`src/logic/dram_cfg_pkg.sv`:
```
// dram channel geometry
// widths, array size and initial fill
`default_nettype none

package dram_cfg_pkg;

  // host side byte address, one 16-bit word
  localparam int ADDR_W = 16;

  // data word carried by read and write commands
  localparam int DATA_W = 32;
  localparam int BYTES_PER_WORD = DATA_W / 8;

  // physical array behind the channel
  localparam int MEM_BYTES = 4096;
  localparam int MEM_AW = $clog2(MEM_BYTES);  // physical byte index

  // every byte starts out holding the low bits of its own physical address
  function automatic logic [7:0] init_byte(input logic [MEM_AW-1:0] paddr);
    return paddr[7:0];
  endfunction

endpackage

`default_nettype wire

```
`src/logic/dram_regs_pkg.sv`:
```
// dram channel register map
`default_nettype none

package dram_regs_pkg;

  localparam int CFG_AW = 3;   // register index width
  localparam int CFG_DW = 32;  // register data width
  localparam int CNT_W = 32;   // event counter width

  // limit holds a full 64 KB window, so one bit wider than an address
  localparam int LIMIT_W = dram_cfg_pkg::ADDR_W + 1;

  // register indices
  localparam logic [CFG_AW-1:0] REG_CTRL = 3'd0;     // bit 0 is enable
  localparam logic [CFG_AW-1:0] REG_BASE = 3'd1;     // low MEM_AW bits
  localparam logic [CFG_AW-1:0] REG_LIMIT = 3'd2;    // window size in bytes
  localparam logic [CFG_AW-1:0] REG_RD_CNT = 3'd3;   // read only
  localparam logic [CFG_AW-1:0] REG_WR_CNT = 3'd4;   // read only
  localparam logic [CFG_AW-1:0] REG_ERR_CNT = 3'd5;  // any write clears

  // reset values
  localparam logic [dram_cfg_pkg::MEM_AW-1:0] BASE_RESET = '0;
  localparam logic [LIMIT_W-1:0] LIMIT_RESET = LIMIT_W'(4096);

endpackage

`default_nettype wire

```
`src/logic/dram_addr_xlate.sv`:
```
// dram channel address stage
// window check and base offset
`timescale 1ns/10ps
`default_nettype none

module dram_addr_xlate (
  // channel settings
  input  wire logic                                  enable_i,
  input  wire logic [dram_cfg_pkg::MEM_AW-1:0]       base_i,
  input  wire logic [dram_regs_pkg::LIMIT_W-1:0]     limit_i,

  // host commands
  input  wire logic                                  read_v_i,
  input  wire logic [dram_cfg_pkg::ADDR_W-1:0]       read_addr_i,
  input  wire logic                                  write_v_i,
  input  wire logic [dram_cfg_pkg::ADDR_W-1:0]       write_addr_i,
  input  wire logic                                  wdata_v_i,

  // to the memory
  output logic                                       mem_read_v_o,
  output logic      [dram_cfg_pkg::MEM_AW-1:0]       mem_read_paddr_o,
  output logic                                       mem_write_v_o,
  output logic      [dram_cfg_pkg::MEM_AW-1:0]       mem_write_paddr_o,

  // to the register block
  output logic                                       rd_reject_o,
  output logic                                       wr_reject_o
);

  localparam logic [dram_regs_pkg::LIMIT_W-1:0] WORD_BYTES =
    dram_regs_pkg::LIMIT_W'(dram_cfg_pkg::BYTES_PER_WORD);

  logic [dram_regs_pkg::LIMIT_W-1:0] rd_end;  // one past the last byte of the word
  logic [dram_regs_pkg::LIMIT_W-1:0] wr_end;
  logic                              rd_in_win;
  logic                              wr_in_win;
  logic                              rd_req;
  logic                              wr_req;

  // extra top bit keeps the end address from wrapping
  assign rd_end = {1'b0, read_addr_i} + WORD_BYTES;
  assign wr_end = {1'b0, write_addr_i} + WORD_BYTES;

  assign rd_in_win = (rd_end <= limit_i);
  assign wr_in_win = (wr_end <= limit_i);

  // a disabled channel ignores everything, a write needs its data present
  assign rd_req = enable_i && read_v_i;
  assign wr_req = enable_i && write_v_i && wdata_v_i;

  assign mem_read_v_o  = rd_req && rd_in_win;
  assign rd_reject_o   = rd_req && !rd_in_win;
  assign mem_write_v_o = wr_req && wr_in_win;
  assign wr_reject_o   = wr_req && !wr_in_win;

  // only the low bits matter, the sum wraps modulo MEM_BYTES
  assign mem_read_paddr_o  = base_i + read_addr_i[dram_cfg_pkg::MEM_AW-1:0];
  assign mem_write_paddr_o = base_i + write_addr_i[dram_cfg_pkg::MEM_AW-1:0];

endmodule

`default_nettype wire

```
`config.mk`:
```
export PLATFORM = sky130hd
export DESIGN_NAME = dram_addr_xlate
export DESIGN_NICKNAME = d
export VERILOG_FILES = /design/src/logic/dram_cfg_pkg.sv /design/src/logic/dram_regs_pkg.sv /design/src/logic/dram_addr_xlate.sv
export SDC_FILE = /design/constraint.sdc
export NUM_CORES = 1
export LEC_CHECK = 0
export BUFFER_PORTS_ARGS = -buffer_cell sky130_fd_sc_hd__buf_2
export CORE_MARGIN = 2
export CORE_UTILIZATION = 55
export DETAILED_ROUTE_END_ITERATION = 8
export PLACE_DENSITY = 0.89
export SETUP_SLACK_MARGIN = 0.15
export SYNTH_ARGS = -nofsm -noshare
export SYNTH_HDL_FRONTEND = slang
export SYNTH_SLANG_ARGS = --single-unit
export TNS_END_PERCENT = 10
```
`constraint.sdc`:
```
create_clock -name vclk -period 9.76
set_input_delay 1.952 -clock vclk [all_inputs]
set_output_delay 1.952 -clock vclk [all_outputs]
set_load 0.03 [all_outputs]
```
=== Yosys cells after proc, flatten, opt, wreduce, memory -nomap -nowiden ===
Cells that the tools add are included.

* Output and inout bits: 28
* Register bits: 0
* Word-level logic and storage cells: 15

* Reduce and logical (&&, ||, !) cells: 9
* Add/sub/neg operators: 4
* $lt $le $gt $ge: 2

{| class="wikitable"
|+ Operators with widths
! cell !! count
|-
| adder 16 x 3 -> 17 bit (second input constant) || 2
|-
| <= comparator 17 bit || 2
|-
| adder 12 bit || 2
|-
| logical AND 1 bit || 7
|-
| logical NOT 1 bit || 2
|}

=== Depth between registers and ports, before layout ===
Gate-level depths: netlist (run 1).

* Word-level depth: 4
* Gate-level depth with buffers: 11
* Depth with buffers taken out: 11

=== Least setup slack after synthesis (run 1) ===
OpenSTA, ideal clock, no wires.

* Path type: input -> output
* Start: input port read_addr_i[7] (netlist bit)
* End: output port mem_read_v_o
* Path slack: 3.605 ns
* Data required time: 7.808 ns
* Cell stages on the path: 11
* Arrival time: 4.203 ns
* Path through: and4_1 -> and3_1 -> nand2b_1 -> nor2_1 -> xor2_1 -> ha_1 -> a21o_1 -> a21o_1 -> a221oi_2 -> o221ai_1 -> a21oi_1

* Longest elaborated chain between the ends: 3

{| class="wikitable"
|+ RTL lines
! element !! RTL line !! text
|-
| start, declared || dram_addr_xlate.sv:14 || <nowiki>input wire logic [dram_cfg_pkg::ADDR_W-1:0] read_addr_i,</nowiki>
|-
| adder 16 x 3 -> 17 bit || dram_addr_xlate.sv:41 || <nowiki>assign rd_end = {1'b0, read_addr_i} + WORD_BYTES;</nowiki>
|-
| <= comparator 17 bit || dram_addr_xlate.sv:44 || <nowiki>assign rd_in_win = (rd_end <= limit_i);</nowiki>
|-
| logical AND 1 bit || dram_addr_xlate.sv:51 || <nowiki>assign mem_read_v_o = rd_req && rd_in_win;</nowiki>
|-
| end, declared || dram_addr_xlate.sv:20 || <nowiki>output logic mem_read_v_o,</nowiki>
|}

No other way between the ends.

=== Worst setup path in the final report (run 1) ===
* Start: input port read_addr_i[4] (netlist bit)
* End: output port rd_reject_o

* Longest elaborated chain between the ends: 4

{| class="wikitable"
|+ RTL lines
! element !! RTL line !! text
|-
| adder 16 x 3 -> 17 bit || dram_addr_xlate.sv:41 ||
|-
| <= comparator 17 bit || dram_addr_xlate.sv:44 ||
|-
| logical NOT 1 bit || dram_addr_xlate.sv:52 || <nowiki>assign rd_reject_o = rd_req && !rd_in_win;</nowiki>
|-
| logical AND 1 bit || dram_addr_xlate.sv:52 ||
|-
| end, declared || dram_addr_xlate.sv:26 || <nowiki>output logic rd_reject_o,</nowiki>
|}

No other way between the ends.

==> impl_metrics.csv, run 1 <==
group,metric,value,unit
status,status,"finished clean",
global_routing,antenna_found_initial,0,
timing,finalSetupViolCount,0,
yosys,netlist_area,2360,µm²
final_layout,ff_latch_area,0,µm²
pwr,powerDensity,69.2,nW/µm²
final_layout,fillCellCount,333,
timing,worst_slew_pin_slew,0.490,ns
critical_path,path_class,"in2out",
detailed_routing,route.met3.wl,332,µm
critical_path,cp.required,7.81,ns
timing,hold_violations,0,
die,die_h,69.6,µm
detailed_routing,route.detailed.drc,0,
detailed_routing,wl_met2,3220,µm
place,portBuffers,93,
pwr,power.leakage,1.54,nW
timing,rsz0062_at_grt,"no",
detailed_routing,vias,2599,
job,maxCapViolCount,0,
die,die_area,4840,µm²
timing,final-max-slew-violation-count,0,
final_layout,clockBufferCount,0,
clock_tree,post_cts_buffers,0,
detailed_routing,ant_nets,0,
yosys,synth.top_cell.area_share,30.7,%
global_routing,grt_use_total,25.8,%
timing,period_share,65.2,%
final_layout,diodes,0,
detailed_routing,top_layer_used,"met4",
pwr,peakVddDrop,0.0000639,V
yosys,synth_commonest_cells,"ha_1, inv_1, xnor2_1, nand3_1, nand2_1",
yosys,ys_seq_area_share,0,%
hold_path,min_path_type,"in2out",
global_routing,grt_pass1_wl,10900,µm
global_routing,grt_pass1_vias,2636,
final_layout,fin_nets,533,
yosys,syn_inst,316,
timing,max_freq,0.157,GHz
die,die_w,69.6,µm
place,gp_congestion,0.907,
final_layout,seq_cell_count,0,
die,core-area,4060,µm²
critical_path,critPathMaxFanout,6,
global_routing,grt_max_degree,9,
critical_path,critPathCaptureType,"output port",
detailed_routing,first_iter_violations,111,
detailed_routing,post_drt_wl_per_cell,13.9,µm
timing,tns,0,ns
detailed_routing,drt-met1-wl,2710,µm
final_layout,area_growth_syn_to_layout,21.9,%
detailed_routing,drt_wl_total,6330,µm
yosys,avgSynthCellArea,7.48,µm²
yosys,synth_fp_nets,441,
yosys,ys_types,49,
critical_path,start_kind,"input port",
final_layout,drive_gt1_share,25.4,%
global_routing,overflow,0,
critical_path,crit_arrival,4.41,ns
die,initial_core_util,58.2,%
hold_path,holdPathStages,3,
clock_tree,hold_buffers,0,
yosys,yosysTopAreaCell,"ha_1",
yosys,synth.area.top_cells,"ha_1, xnor2_1, inv_1",
pwr,finalPower,0.000199,W
yosys,yosysWarnings,0,
yosys,yosysMostFrequentCell,"ha_1",
die,pin_count,93,
clock_tree,cts_resized,0,
detailed_routing,firstDrtPassIters,4,
timing,final.min_clock_period,6.36,ns
place,dp_hpwl,5690,µm
die,row_count,23,
timing,max-slew-margin-rel,66.9,%
detailed_routing,avgViaCountPerCell,5.70,
-- critical path: stages --
cell and delay [ns]:
buf_2 0.14, and4_1 0.26, nand4_2 0.15, nor2_1 0.20, nand4_1 0.14, xnor2_1 0.14
ha_1 0.30, nand4_1 0.14, and4bb_1 0.22, a221oi_2 0.22, o221ai_1 0.18, and3b_1 0.19
buf_2 0.17
-- worst paths after layout --
check                 slack, ns             from                   end
worst max-delay path       3.40   read_addr_i[4]           rd_reject_o
worst min-delay path       4.28  write_addr_i[0]  mem_write_paddr_o[0]
-- where the power goes --
group / switching, W / total (W) / internal [W] / leakage, nW
Combinational: 0.000122 / 0.000199 / 0.0000769 / 1.54
Sequential: 0 / 0 / 0 / 0
Clock: 0 / 0 / 0 / 0
Total: 0.000122 / 0.000199 / 0.0000769 / 1.54
-- cell type report --
cell class | instances | area, µm² | area share, %
multi-input combinational | 278 | 2220 | 77.1
tap | 50 | 62.6 | 2.17
timing repair buffer | 93 | 465 | 16.2
inverter | 35 | 131 | 4.56
-- routing by layer --
metal | GRT usage [%] | vias up
met5 | 0 | -
met4 | 3.27 | 0
met2 | 50.1 | 94
met1 | 31.2 | 1164
li1 | - | 1333
met3 | 2.18 | 8
-- stage by stage --
step / hold WS, ns / std cells / util (%) / cell area [µm²] / worst slack (ns)
6_report: 4.28 / 456 / 71.0 / 2880 / 3.40
5_1_grt: 4.30 / 456 / 71.0 / 2880 / 3.16
4_1_cts: 4.28 / 456 / 71.0 / 2880 / 3.39
3_5_place_dp: 4.28 / 456 / 71.0 / 2880 / 3.40
3_3_place_gp: 4.26 / 456 / 71.0 / 2880 / 3.53
2_1_floorplan: 4.08 / 316 / - / 2360 / 3.60
-- layout by cell type, fill, tap and decap left out, types with 3 or more instances in the layout --
cell and instances:
a21o_1 14, buf_2 93, ha_1 58, nand4_1 6
nor2b_1 7, nand2_1 20, o21ai_1 4, xnor2_1 35
a21oi_1 19, and4_1 7, nand2b_1 3, o21ai_0 8
nor2_1 16, xor2_1 8, nand3_1 21, o211ai_1 4
o21bai_1 4, nor3_1 5, inv_1 35, and3_1 6
-- logic make-up (layout without fill, tap and decap cells) --
| logic type | count (synthesis) | in the layout | synth area share [%] |
|---|---|---|---|
| AND/OR/NAND/NOR | 101 | 101 | 22.9 |
| AO/OA/AOI/OAI | 74 | 74 | 22.7 |
| adder cells (fa/ha/maj) | 60 | 60 | 32.4 |
| XOR/XNOR | 43 | 43 | 15.9 |
| buffers and inverters | 38 | 128 | 6.04 |
No activity file was read; power rests on OpenSTA's default activity.
==> run 2, diff against run 1 <==
- ABC_AREA: default -> 1
- CORE_UTILIZATION: 55 -> 54
- PLACE_DENSITY: 0.89 -> 0.86
- clock period: 9.76 -> 6.34 ns (I/O delays scaled with it)
==> run 2 against run 1 <==
Effect of this change: final cell count rose by 30%; sequential share of layout area is the same; synthesized cell count rose by 42%; design area rose by 9.5%; count of clock-buffer cells in the layout stayed put; largest power group unchanged; highest routed layer unchanged.
==> impl_metrics.csv, run 2 <==
group,metric,value,unit
timing,finalSetupViolCount,0,
final_layout,final_cells,595,
pwr,combPwrFrac,100.0,%
critical_path,cpPeakStageDelay,0.30,ns
timing,tns,0,ns
global_routing,grt_pass1_wl,11200,µm
timing,worst_slew_pin_slew,0.356,ns
final_layout,ff_latch_area,0,µm²
yosys,yosysTopAreaCell,"ha_1",
timing,hold_violations,0,
yosys,netlist_area,2620,µm²
hold_path,min-delay-start,"read_v_i",
pwr,powerDensity,97.0,nW/µm²
place,dp.cells,595,
yosys,ys_seq_area_share,0,%
place,dpl_cell_area,3150,µm²
yosys,synth.area.top_cells,"ha_1, nand2_1, inv_1",
pwr,peakVddDrop,0.0000870,V
critical_path,path_buf_inv,3,
global_routing,overflow,0,
place,dp_hpwl,6180,µm
final_layout,clockBufferCount,0,
die,die_w,73.7,µm
pwr,switching_share,65.6,%
global_routing,grt_pass1_vias,2718,
detailed_routing,firstDrtPassIters,4,
final_layout,area_growth_syn_to_layout,20.3,%
clock_tree,hold_buffers,0,
critical_path,crit_arrival,3.50,ns
die,core-area,4690,µm²
status,status,"finished clean",
die,die_area,5430,µm²
timing,final-max-slew-violation-count,0,
final_layout,fin_nets,668,
timing,whs,2.91,ns
place,portBuffers,93,
final_layout,final_cell_mix,"nand2_1, buf_2, inv_1",
critical_path,cp_cell_sequence,"buf_2 > ha_1 > nand2_1 > nor2_4 > nand3_4 > nor2_4 > nand3_2 > o21ai_1 > inv_1 > ha_1 > nand2_1 > nor2_1 > nand3_1 > nor2_1 > nand3_1 > a21oi_1 > buf_2",
global_routing,grt_use_total,25.2,%
timing,rsz0062_at_grt,"no",
timing,final.min_clock_period,4.77,ns
pwr,p_int,0.000105,W
critical_path,cp.required,5.07,ns
timing,period_share,75.2,%
critical_path,start_kind,"input port",
clock_tree,cts_resized,0,
pwr,clock_power_share,0,%
critical_path,path_class,"in2out",
timing,max-slew-margin-rel,76.0,%
die,pin_count,93,
final_layout,drive_gt1_share,20.0,%
critical_path,crit_cells,17,
yosys,yosysMostFrequentCell,"nand2_1",
detailed_routing,ant_nets,0,
final_layout,fillCellCount,434,
die,die_h,73.7,µm
die,row_count,25,
pwr,sequentialPowerShare,0,%
clock_tree,post_cts_buffers,0,
hold_path,min_path_type,"in2out",
critical_path,path_delay_family,"simple AND/OR/NAND/NOR gates",
die,initial_core_util,55.8,%
detailed_routing,vias,3029,
yosys,syn_inst,448,
yosys,ys_types,28,
job,maxCapViolCount,0,
yosys,avgSynthCellArea,5.85,µm²
final_layout,design_area,3150,µm²
yosys,yosysWarnings,0,
hold_path,holdPathStages,4,
pwr,p_switching,0.000201,W
timing,max_freq,0.210,GHz
detailed_routing,drt_wl_total,6840,µm
global_routing,antenna_found_initial,0,
detailed_routing,post_drt_wl_per_cell,11.5,µm
critical_path,cp_slowest_cell,"ha_1",
detailed_routing,avgViaCountPerCell,5.09,
critical_path,critPathMaxFanout,4,
yosys,synth.top_cell.area_share,27.7,%
yosys,synth_commonest_cells,"nand2_1, inv_1, ha_1, nor2_1, a21oi_1",
yosys,synth_fp_nets,573,
final_layout,seq_cell_count,0,
detailed_routing,route.detailed.drc,0,
global_routing,grt_max_degree,7,
hold_path,hold_end,"rd_reject_o",
place,gp_congestion,0.888,
final_layout,diodes,0,
detailed_routing,first_iter_violations,103,
pwr,power.leakage,2.01,nW
final_layout,layout_commonest_cell,"nand2_1",
critical_path,critPathCaptureType,"output port",
-- run 2: worst max-delay path by stage --
stage / from / end / slack [ns]
floorplan: write_addr_i[2] / mem_write_v_o / 1.76
global route: write_addr_i[2] / mem_write_v_o / 1.30
finish: write_addr_i[2] / mem_write_v_o / 1.57
detailed placement: write_addr_i[2] / mem_write_v_o / 1.58
CTS: write_addr_i[2] / mem_write_v_o / 1.57
global placement: write_addr_i[2] / mem_write_v_o / 1.64
-- run 2: layout make-up --
| type | instances | area [µm²] | area share, % |
|---|---|---|---|
| inverter | 93 | 349 | 11.1 |
| multi-input combinational | 355 | 2270 | 72.0 |
| tap | 54 | 67.6 | 2.14 |
| timing repair buffer | 93 | 465 | 14.8 |
-- run 2: cells by family after synthesis --
family	synth area share (%)
and+or+nand+nor	35.6
xor gates and xnor gates	11.0
buffers and inverters	13.3
adders and majority gates	29.2
AOI/OAI and AO/OA	10.8
-- run 2: per-layer routing --
metal	share of wire, %	vias up	wire [µm]	track usage, %
met5	0	-	0	0
li1	-	1605	-	-
met2	50	83	3390	48.0
met4	0.28	0	19	1.41
met1	45	1339	3100	32.6
met3	4.9	2	332	0.823
-- run 2: stage by stage --
step | worst slack (ns) | power, W | util [%]
CTS | 1.57 | 0.000305 | 67.2
floorplan | 1.76 | 0.000213 | -
finish | 1.57 | 0.000306 | 67.2
global route | 1.30 | 0.000340 | 67.2
detailed placement | 1.58 | 0.000303 | 67.2
global placement | 1.64 | 0.000298 | 67.2
-- run 2: power by group through the flow --
stage	Clock [W]	Sequential, W	Combinational [W]
after floorplan	0	0	0.000213
after global placement	0	0	0.000298
after detailed placement	0	0	0.000303
after CTS	0	0	0.000305
after global routing	0	0	0.000340
final	0	0	0.000306
