**src/logic/dram_cfg_pkg.sv**
```systemverilog
// dram channel geometry
// widths, array size and initial fill
`default_nettype none

package dram_cfg_pkg;

  // host side byte address, one 16-bit word
  localparam int ADDR_W = 16;

  // data word carried by read and write commands
  localparam int DATA_W = 32;
  localparam int BYTES_PER_WORD = DATA_W / 8;

  // physical array behind the channel
  localparam int MEM_BYTES = 4096;
  localparam int MEM_AW = $clog2(MEM_BYTES);  // physical byte index

  // every byte starts out holding the low bits of its own physical address
  function automatic logic [7:0] init_byte(input logic [MEM_AW-1:0] paddr);
    return paddr[7:0];
  endfunction

endpackage

`default_nettype wire

```
**src/logic/dram_regs_pkg.sv**
```systemverilog
// dram channel register map
`default_nettype none

package dram_regs_pkg;

  localparam int CFG_AW = 3;   // register index width
  localparam int CFG_DW = 32;  // register data width
  localparam int CNT_W = 32;   // event counter width

  // limit holds a full 64 KB window, so one bit wider than an address
  localparam int LIMIT_W = dram_cfg_pkg::ADDR_W + 1;

  // register indices
  localparam logic [CFG_AW-1:0] REG_CTRL = 3'd0;     // bit 0 is enable
  localparam logic [CFG_AW-1:0] REG_BASE = 3'd1;     // low MEM_AW bits
  localparam logic [CFG_AW-1:0] REG_LIMIT = 3'd2;    // window size in bytes
  localparam logic [CFG_AW-1:0] REG_RD_CNT = 3'd3;   // read only
  localparam logic [CFG_AW-1:0] REG_WR_CNT = 3'd4;   // read only
  localparam logic [CFG_AW-1:0] REG_ERR_CNT = 3'd5;  // any write clears

  // reset values
  localparam logic [dram_cfg_pkg::MEM_AW-1:0] BASE_RESET = '0;
  localparam logic [LIMIT_W-1:0] LIMIT_RESET = LIMIT_W'(4096);

endpackage

`default_nettype wire

```
**src/logic/dram_chan_regs.sv**
```systemverilog
// dram channel configuration registers
// enable, base, limit and event counters
`timescale 1ns/10ps
`default_nettype none

module dram_chan_regs (
  input  wire logic                                  clk_i,
  input  wire logic                                  rst_i,

  // host configuration port
  input  wire logic                                  cfg_we_i,
  input  wire logic [dram_regs_pkg::CFG_AW-1:0]      cfg_addr_i,
  input  wire logic [dram_regs_pkg::CFG_DW-1:0]      cfg_wdata_i,
  output logic      [dram_regs_pkg::CFG_DW-1:0]      cfg_rdata_o,

  // events from the address stage and memory
  input  wire logic                                  rd_accept_i,
  input  wire logic                                  wr_accept_i,
  input  wire logic                                  rd_reject_i,
  input  wire logic                                  wr_reject_i,

  // settings to the address stage
  output logic                                       enable_o,
  output logic      [dram_cfg_pkg::MEM_AW-1:0]       base_o,
  output logic      [dram_regs_pkg::LIMIT_W-1:0]     limit_o
);

  logic                                  enable_q;
  logic [dram_cfg_pkg::MEM_AW-1:0]       base_q;
  logic [dram_regs_pkg::LIMIT_W-1:0]     limit_q;
  logic [dram_regs_pkg::CNT_W-1:0]       rd_cnt_q;
  logic [dram_regs_pkg::CNT_W-1:0]       wr_cnt_q;
  logic [dram_regs_pkg::CNT_W-1:0]       err_cnt_q;

  logic [1:0]                            err_inc;  // both commands may be rejected at once
  logic                                  wr_ctrl;
  logic                                  wr_base;
  logic                                  wr_limit;
  logic                                  wr_err;

  // register write decode
  assign wr_ctrl  = cfg_we_i && (cfg_addr_i == dram_regs_pkg::REG_CTRL);
  assign wr_base  = cfg_we_i && (cfg_addr_i == dram_regs_pkg::REG_BASE);
  assign wr_limit = cfg_we_i && (cfg_addr_i == dram_regs_pkg::REG_LIMIT);
  assign wr_err   = cfg_we_i && (cfg_addr_i == dram_regs_pkg::REG_ERR_CNT);

  assign err_inc = {1'b0, rd_reject_i} + {1'b0, wr_reject_i};

  // control, base and limit
  always_ff @(posedge clk_i) begin
    if (rst_i) begin
      enable_q <= 1'b0;
      base_q   <= dram_regs_pkg::BASE_RESET;
      limit_q  <= dram_regs_pkg::LIMIT_RESET;
    end else begin
      if (wr_ctrl)
        enable_q <= cfg_wdata_i[0];
      if (wr_base)
        base_q <= cfg_wdata_i[dram_cfg_pkg::MEM_AW-1:0];
      if (wr_limit)
        limit_q <= cfg_wdata_i[dram_regs_pkg::LIMIT_W-1:0];
    end
  end

  // accepted read and write counters, host writes ignored
  always_ff @(posedge clk_i) begin
    if (rst_i) begin
      rd_cnt_q <= '0;
      wr_cnt_q <= '0;
    end else begin
      if (rd_accept_i)
        rd_cnt_q <= rd_cnt_q + 1'b1;
      if (wr_accept_i)
        wr_cnt_q <= wr_cnt_q + 1'b1;
    end
  end

  // error counter, a host write clears it even if a reject lands in the same cycle
  always_ff @(posedge clk_i) begin
    if (rst_i) begin
      err_cnt_q <= '0;
    end else if (wr_err) begin
      err_cnt_q <= '0;
    end else if (err_inc != 2'd0) begin
      err_cnt_q <= err_cnt_q + dram_regs_pkg::CNT_W'(err_inc);
    end
  end

  // combinational readback, unmapped reads as zero
  always_comb begin
    case (cfg_addr_i)
      dram_regs_pkg::REG_CTRL:    cfg_rdata_o = dram_regs_pkg::CFG_DW'(enable_q);
      dram_regs_pkg::REG_BASE:    cfg_rdata_o = dram_regs_pkg::CFG_DW'(base_q);
      dram_regs_pkg::REG_LIMIT:   cfg_rdata_o = dram_regs_pkg::CFG_DW'(limit_q);
      dram_regs_pkg::REG_RD_CNT:  cfg_rdata_o = rd_cnt_q;
      dram_regs_pkg::REG_WR_CNT:  cfg_rdata_o = wr_cnt_q;
      dram_regs_pkg::REG_ERR_CNT: cfg_rdata_o = err_cnt_q;
      default:                    cfg_rdata_o = '0;
    endcase
  end

  assign enable_o = enable_q;
  assign base_o   = base_q;
  assign limit_o  = limit_q;

endmodule

`default_nettype wire

```
**config.mk**
```make
export PLATFORM = sky130hd
export DESIGN_NAME = dram_chan_regs
export DESIGN_NICKNAME = d
export VERILOG_FILES = /design/src/logic/dram_cfg_pkg.sv /design/src/logic/dram_regs_pkg.sv /design/src/logic/dram_chan_regs.sv
export SDC_FILE = /design/constraint.sdc
export NUM_CORES = 1
export LEC_CHECK = 0
export ABC_AREA = 1
export BUFFER_PORTS_ARGS = -buffer_cell sky130_fd_sc_hd__buf_2
export CAP_MARGIN = 20
export CORE_MARGIN = 5
export CORE_UTILIZATION = 47
export DETAILED_ROUTE_END_ITERATION = 12
export PLACE_DENSITY = 0.68
export SYNTH_ARGS = -nofsm -noshare
export SYNTH_HDL_FRONTEND = slang
export SYNTH_SLANG_ARGS = --single-unit
export TNS_END_PERCENT = 1
```
**constraint.sdc**
```tcl
create_clock -name clk_i -period 4.65 [get_ports clk_i]
set_input_delay 0.93 -clock clk_i [delete_from_list [all_inputs] [get_ports clk_i]]
set_output_delay 0.93 -clock clk_i [all_outputs]
set_load 0.01 [all_outputs]
```
* Word-level counts from Yosys, hierarchy flattened *
Index checks and enable logic that the tools add are counted.

cells by class
  $add $sub $neg = 4
  eq/ne operators = 5
  muxes and demuxes = 1
  reductions and logical operators = 7

operator list
  operator                                        number
  case mux 32 bit (6 select lines)                1
  adder 32 x 1 -> 32 bit (second input constant)  2
  adder 32 x 2 -> 32 bit                          1
  == test 3 x 2 -> 1 bit (second input constant)  2
  == test 3 bit (second input constant)           2
  logical AND 1 bit                               4
  == test 3 x 1 -> 1 bit (second input constant)  1
  logical NOT 3 bit                               1
  adder 1 x 1 -> 2 bit                            1
  nonzero test 2 bit                              1
  OR reduction 2 bit                              1

word-level totals
  flip-flop bits (word level) = 126
  logic and storage cells = 23

* Logic depth before layout (Yosys ltp) *
Gate-level depths: netlist of the first run.

  word-level depth = 3
  gate-level depth with buffers = 14
  gate-level depth less buffers = 14

* Worst setup path after synthesis of the first run *
Ideal clock, no wire load.

  path kind = input to output
  start point = input cfg_addr_i[1] (netlist bit)
  end point = output cfg_rdata_o[17] (netlist bit)
  arrival = 1780 ps
  required time = 3720 ps
  slack = 1940 ps
  stages on the path = 5
  buffers on the path = 2
  cells stage by stage = nor2_1 nand2_1 buf_2 buf_1 o221ai_1

on the way
  longest elaborated chain between the ends = 2
  elaborated cells on any way between the ends = 7
  classes of those cells = eq/ne: 5; mux: 1; reduce/logical: 1

ends and longest elaborated chain
  element                                line                  text
  start, declared                        dram_chan_regs.sv:12  input wire logic [dram_regs_pkg::CFG_AW-1:0] cfg_addr_i,
  == test 3 bit (tied with other cells)  dram_chan_regs.sv:91  case (cfg_addr_i)
  case mux 32 bit (6 select lines) (*)   dram_chan_regs.sv:91
  end, declared                          dram_chan_regs.sv:14  output logic [dram_regs_pkg::CFG_DW-1:0] cfg_rdata_o,

Every way passes the cells marked *; elsewhere a longest branch is shown, timed or not.

* Worst setup path in the final report of the first run *
  start point = input cfg_addr_i[0] (netlist bit)
  end point = output cfg_rdata_o[21] (netlist bit)

The elaborated chain is that of the path after synthesis.

==> results.json, run 1 <==
{
  "cts_hold_buf": 0,
  "slew_headroom_pct": 55.5,
  "cts_resized": 0,
  "layout-drive-gt1-share_pct": 17.0,
  "crit_type": "input pin to output port",
  "synth_fp_nets": 1159,
  "synthTopCellsByArea": "dfxtp_1 35%, nand2_1 12%, nor2_1 9.9%",
  "finalWirelength_mm": 23.1,
  "die_x_um": 135,
  "cts-root-buf": "clkbuf_16",
  "stdcell_count": 1393,
  "p_int_mw": 1.99,
  "status": "finished, final reports clean",
  "syn_inst": 1110,
  "vias": 7425,
  "io_pins": 104,
  "synth_simple_gate_area_share_pct": 39.4,
  "dp_hpwl_mm": 17.7,
  "htreeDepth": 4,
  "yosys_warnings": 0,
  "setup_viol": 0,
  "dp.cells": 1361,
  "grt_pass1_wl_mm": 37.2,
  "yosys.area.top_type": "dfxtp_1",
  "maxCapViolCount": 0,
  "grt_util_all_layers_pct": 26.1,
  "hold_viol": 0,
  "syn2layout_area_growth_pct": 16.2,
  "yosysMostFrequentCell": "nand2_1",
  "stdcell_area_um2": 8480,
  "muxShareOfSynthArea_pct": 0,
  "wl_per_cell_um": 16.6,
  "drc": 0,
  "end_kind": "output port",
  "p_sw_mw": 0.669,
  "pwr-share-clk_pct": 52.8,
  "synth_adder_area_share_pct": 1.30,
  "syn_area_um2": 7290,
  "firstDrtPassIters": 7,
  "synth_edf_count": 0,
  "crit_arrival_ns": 2.52,
  "synth-seq-cells": 126,
  "synth_top_family_by_area": "simple AND/OR/NAND/NOR gates",
  "clk_latency_ns": 0.44,
  "avgSynthCellArea_um2": 6.57,
  "drt_iter0_markers": 730,
  "ys_seq_area_share_pct": 34.6,
  "worst_pin_slew_ns": 0.667,
  "grt_pass1_vias": 6951,
  "insertedDiodeCount": 0,
  "fmax_ghz": 0.290,
  "synth.top_cell.area_share_pct": 34.6,
  "synth_common_cells": "233 x nand2_1, 192 x nor2_1, 132 x inv_1, 126 x dfxtp_1, 72 x o21ai_0",
  "switching_share_pct": 25.2,
  "synth-async-reset-ratio_pct": 0,
  "synth_compound_area_share_pct": 14.5,
  "synthFlopType": "dfxtp_1",
  "postPlaceCellArea_um2": 7860,
  "yosysUniqueCellTypes": 45,
  "synthXorXnorAreaFrac_pct": 1.08,
  "rsz0062_at_grt": "false",
  "startpoint_type": "input pin",
  "cellPowerDensity_nw_per_um2": 314,
  "coreArea_um2": 15200,
  "cts_tree": "done",
  "combPwrFrac_pct": 5.4,
  "crit_fanout": 20,
  "min_period_ns": 3.45,
  "cts_setup_buffers": 0,
  "hold_class": "flip-flop to flip-flop",
  "dieArea_um2": 18100,
  "seqPwrFrac_pct": 41.8,
  "cts_made_buffers": 17,
  "grt.overflow.total": 0,
  "port_buffers": 88,
  "fp-row-count": 45,
  "peakVddDrop_mv": 0.279,
  "nNetsFinal": 1241,
  "required_ns": 3.72,
  "leakage_nw": 3.36,
  "clock_sinks": 126,
  "start_util_pct": 48.0,
  "setup_tns_ns": 0,
  "grt_max_degree": 68,
  "clock_skew_ns": 0.0162,
  "maxSlewViolCount": 0,
  "ant_nets": 0,
  "fp.dieH_um": 135,
  "gp_congestion": 0.911,
  "antenna_found_initial": 0,
  "routed_via_density": 5.33,
  "clkTransAtPathRegs_ns": 0.06,
  "finalPower_mw": 2.66,
  "fin_crit_sh_pct": 74.1,
  "clockBufferDepth": 2
}
[logic make-up (layout without fill, tap and decap cells)]
family / after synthesis / in the layout
AO/OA/AOI/OAI: 184 / 184
XOR/XNOR: 9 / 9
adder cells (fa/ha/maj): 7 / 7
buffers and inverters: 169 / 264
flip-flops: 126 / 126
AND/OR/NAND/NOR: 615 / 615
[worst max-delay path, cell delays in order]
cell	delay [ns]
buf_2	0.10
inv_1	0.05
nor2_1	0.12
nand2_1	0.07
buf_4	0.20
inv_1	0.46
nand2_1	0.21
o211ai_1	0.18
buf_2	0.19
[area by class of cell]
type / count / area, um2
Tap cell: 188 / 235
Clock buffer: 17 / 425
Fill cell: 1480 / 6730
Multi-Input combinational cell: 815 / 4100
Clock inverter: 15 / 189
Inverter: 139 / 522
Timing Repair Buffer: 93 / 478
Sequential cell: 126 / 2520
[flip-flops by register name, summed over array words and instances, names as in the netlist]
signal and flops:
base_o 12, err_cnt_q 32, rd_cnt_q 32, limit_o 17, wr_cnt_q 32, enable_o 1
[per-layer routing]
metal	routed length, um	GRT usage (%)
met3	1370	3.80
met5	0	0
met2	11000	43.0
met1	10400	35.6
met4	362	7.86
[through the flow]
| stage | hold WS [ns] | util, % | setup slack, ns |
|---|---|---|---|
| 6_report | 0.478 | 55.8 | 1.20 |
| 4_1_cts | 0.477 | 55.8 | 1.23 |
| 3_3_place_gp | 0.475 | 51.7 | 1.26 |
| 2_1_floorplan | 0.453 | - | 1.94 |
| 5_1_grt | 0.497 | 55.8 | 1.06 |
| 3_5_place_dp | 0.467 | 51.7 | 1.23 |
[cells in the final DEF (no fill, tap or decap), drive strengths merged, types with 3 or more instances in the layout]
cell type and count:
a21oi 65, a22oi 7, a31oi 3, buf 93, bufinv 3, clkbuf 17, clkinv 7, clkinvlp 4
dfxtp 126, ha 6, inv 140, nand2 260, nand3 69, nand4 26, nor2 230, nor3 21
nor3b 3, o211ai 15, o21a 3, o21ai 75, o221ai 13, xor2 7
[worst paths after layout]
| kind | end | depth (start not counted) | slack [ns] | startpoint |
|---|---|---|---|---|
| max | cfg_rdata_o[21] | 9 | 1.20 | cfg_addr_i[0] |
| min | enable_o$_SDFFE_PP0P_ | 2 | 0.48 | enable_o$_SDFFE_PP0P_ |
| min reg2reg | enable_o$_SDFFE_PP0P_ | 2 | 0.48 | enable_o$_SDFFE_PP0P_ |
| max reg2reg | err_cnt_q[26]$_SDFFE_PP0P_ | 11 | 2.52 | err_cnt_q[0]$_SDFFE_PP0P_ |
[power by group through the flow]
stage	Sequential [mW]	Combinational, mW	Clock (mW)
2_1_floorplan	1.13	0.0861	0
3_3_place_gp	1.14	0.141	0
3_5_place_dp	1.14	0.142	0
4_1_cts	1.11	0.143	1.41
5_1_grt	1.11	0.161	1.46
6_report	1.11	0.143	1.41
(Power assumes the default switching activity.)
==> run 2: changes to the inputs <==
--- a/config.mk
+++ b/config.mk
@@ -11,7 +11,7 @@
 export CORE_MARGIN = 5
 export CORE_UTILIZATION = 47
 export DETAILED_ROUTE_END_ITERATION = 12
-export PLACE_DENSITY = 0.68
+export PLACE_DENSITY = 0.7
 export SYNTH_ARGS = -nofsm -noshare
 export SYNTH_HDL_FRONTEND = slang
 export SYNTH_SLANG_ARGS = --single-unit
==> constraint.sdc (replaced) <==
create_clock -name clk_i -period 2.8 [get_ports clk_i]
set_input_delay 0.56 -clock clk_i [delete_from_list [all_inputs] [get_ports clk_i]]
set_output_delay 0.56 -clock clk_i [all_outputs]
set_load 0.01 [all_outputs]
==> run 2 against run 1 <==
Against the previous run:
- register-to-register slack worse by 1.8 ns
- via count rose by 2.5%
- combinational power increased by 71%
- largest cell class unchanged
- hold slack got worse by 0.15 ns
==> results.json, run 2 (synthesis results as in run 1) <==
{
  "stdcell_area_um2": 8460,
  "dieArea_um2": 18100,
  "reg_top3": "err_cnt_q x32, rd_cnt_q x32, wr_cnt_q x32",
  "port_buffers": 88,
  "startpoint_type": "input pin",
  "setup_tns_ns": 0,
  "coreArea_um2": 15200,
  "path_cells": "buf_2, nor2_1, nand2_1, inv_1, nand2_1, nand2_1, a21oi_1, o211ai_1, buf_2",
  "maxCapViolCount": 0,
  "status": "finished, final reports clean",
  "cp_num_buf_inv": 3,
  "grt_util_all_layers_pct": 25.8,
  "crit_type": "input pin to output port",
  "insertedDiodeCount": 0,
  "cpPeakStageDelay_ns": 0.36,
  "clock_sinks": 126,
  "multi_input_area_um2": 4100,
  "grt_pass1_wl_mm": 36.5,
  "nNetsFinal": 1247,
  "wl_per_cell_um": 16.7,
  "drc": 0,
  "critPathMostFrequentCell": "nand2_1",
  "cts_setup_buffers": 0,
  "fp-row-count": 45,
  "clk_latency_ns": 0.43,
  "rsz0062_at_grt": "false",
  "cts_resized": 0,
  "start_util_pct": 48.0,
  "final_cell_mix": "233 x nand2_1, 192 x nor2_1, 131 x inv_1, 126 x dfxtp_1, 88 x buf_2",
  "layout-drive-gt1-share_pct": 17.4,
  "die_x_um": 135,
  "vias": 7610,
  "worst_slack_ns": 0.272,
  "fillerInstances": 1502,
  "seq_area_um2": 2520,
  "drt_iter0_markers": 731,
  "crit_arrival_ns": 1.97,
  "hold_viol": 0,
  "required_ns": 2.24,
  "slew_headroom_pct": 63.1,
  "fin_crit_sh_pct": 90.3,
  "htreeDepth": 4,
  "crit_family": "buffers and inverters",
  "final_common_cell": "nand2_1",
  "crit_start": "cfg_addr_i[2]",
  "post-place-ws_ns": 0.144,
  "crit_fanout": 11,
  "setup_viol": 0,
  "end_kind": "output port",
  "grt.overflow.total": 0,
  "postPlaceCellArea_um2": 7910,
  "cts_hold_buf": 0,
  "gp_congestion": 0.960,
  "whs_ns": 0.326,
  "cts-root-buf": "clkbuf_16",
  "finalWirelength_mm": 23.3,
  "min_period_ns": 2.53,
  "finalPower_mw": 4.19,
  "io_pins": 104,
  "grt_pass1_vias": 6838,
  "firstDrtPassIters": 6,
  "critPathSlowestCell": "inv_1",
  "clock_skew_ns": 0.0111,
  "fmax_ghz": 0.395,
  "antenna_found_initial": 0,
  "dp_hpwl_mm": 18.1,
  "peakVddDrop_mv": 0.444,
  "leakage_nw": 3.36,
  "hp-start": "cfg_wdata_i[12]",
  "r2r-start": "err_cnt_q[0]$_SDFFE_PP0P_",
  "cts_made_buffers": 17,
  "maxSlewViolCount": 0,
  "routed_via_density": 5.44,
  "clockBufferDepth": 2,
  "syn2layout_area_growth_pct": 16.0,
  "fp.dieH_um": 135,
  "cellPowerDensity_nw_per_um2": 495,
  "ant_nets": 0,
  "grt_max_degree": 39,
  "cts_tree": "done",
  "worst_pin_slew_ns": 0.549,
  "hold_class": "input pin to flip-flop",
  "clkTransAtPathRegs_ns": 0.06
}
-- run 2: changes by cell type in the layout (fill, tap and decap cells not counted), sizes merged --
cell,delta
bufinv,-3
buf,+6
clkinv,-3
inv,+6
-- run 2: worst register-to-register path, delay by kind of cell (launching register included) --
kind            cells  cell delay, ns
compound gates      2            0.22
simple gates        4            0.57
flops               1            0.39
buf+inv             2            0.14
fa+ha+maj           2            0.62
-- run 2: path summary, 6_finish.rpt --
| path | end | slack [ns] | cells past startpoint |
|---|---|---|---|
| worst min register to register | enable_o$_SDFFE_PP0P_ | 0.47 | 2 |
| worst min-delay path | limit_o[12]$_SDFFE_PP1P_ | 0.33 | 3 |
| worst max-delay path | cfg_rdata_o[11] | 0.27 | 9 |
| worst max register to register | err_cnt_q[16]$_SDFFE_PP0P_ | 0.75 | 10 |
-- run 2: metrics by stage --
stage	cells	utilization, %
global route	1399	55.7
floorplan	1110	-
global placement	1367	52.0
finish	1399	55.7
detailed placement	1367	52.0
CTS	1399	55.7
-- run 2: cell type report --
cell class | count | share of cell area (%)
Timing Repair Buffer | 99 | 6.18
Clock buffer | 17 | 5.03
Clock inverter | 15 | 1.52
Sequential cell | 126 | 29.8
Tap cell | 188 | 2.78
Inverter | 139 | 6.17
Multi-Input combinational cell | 815 | 48.5
-- run 2: power by group --
group | switching [mW] | internal [mW]
combinational | 0.164 | 0.0807
clock | 0.940 | 1.16
sequential | 0.0275 | 1.82
-- run 2: metal layers --
layer	up-vias	global-route usage, %	wire [um]
met2	295	41.1	10800
met4	0	8.99	686
li1	3779	-	-
met1	3484	34.9	10300
met5	-	0	0
met3	52	5.37	1480
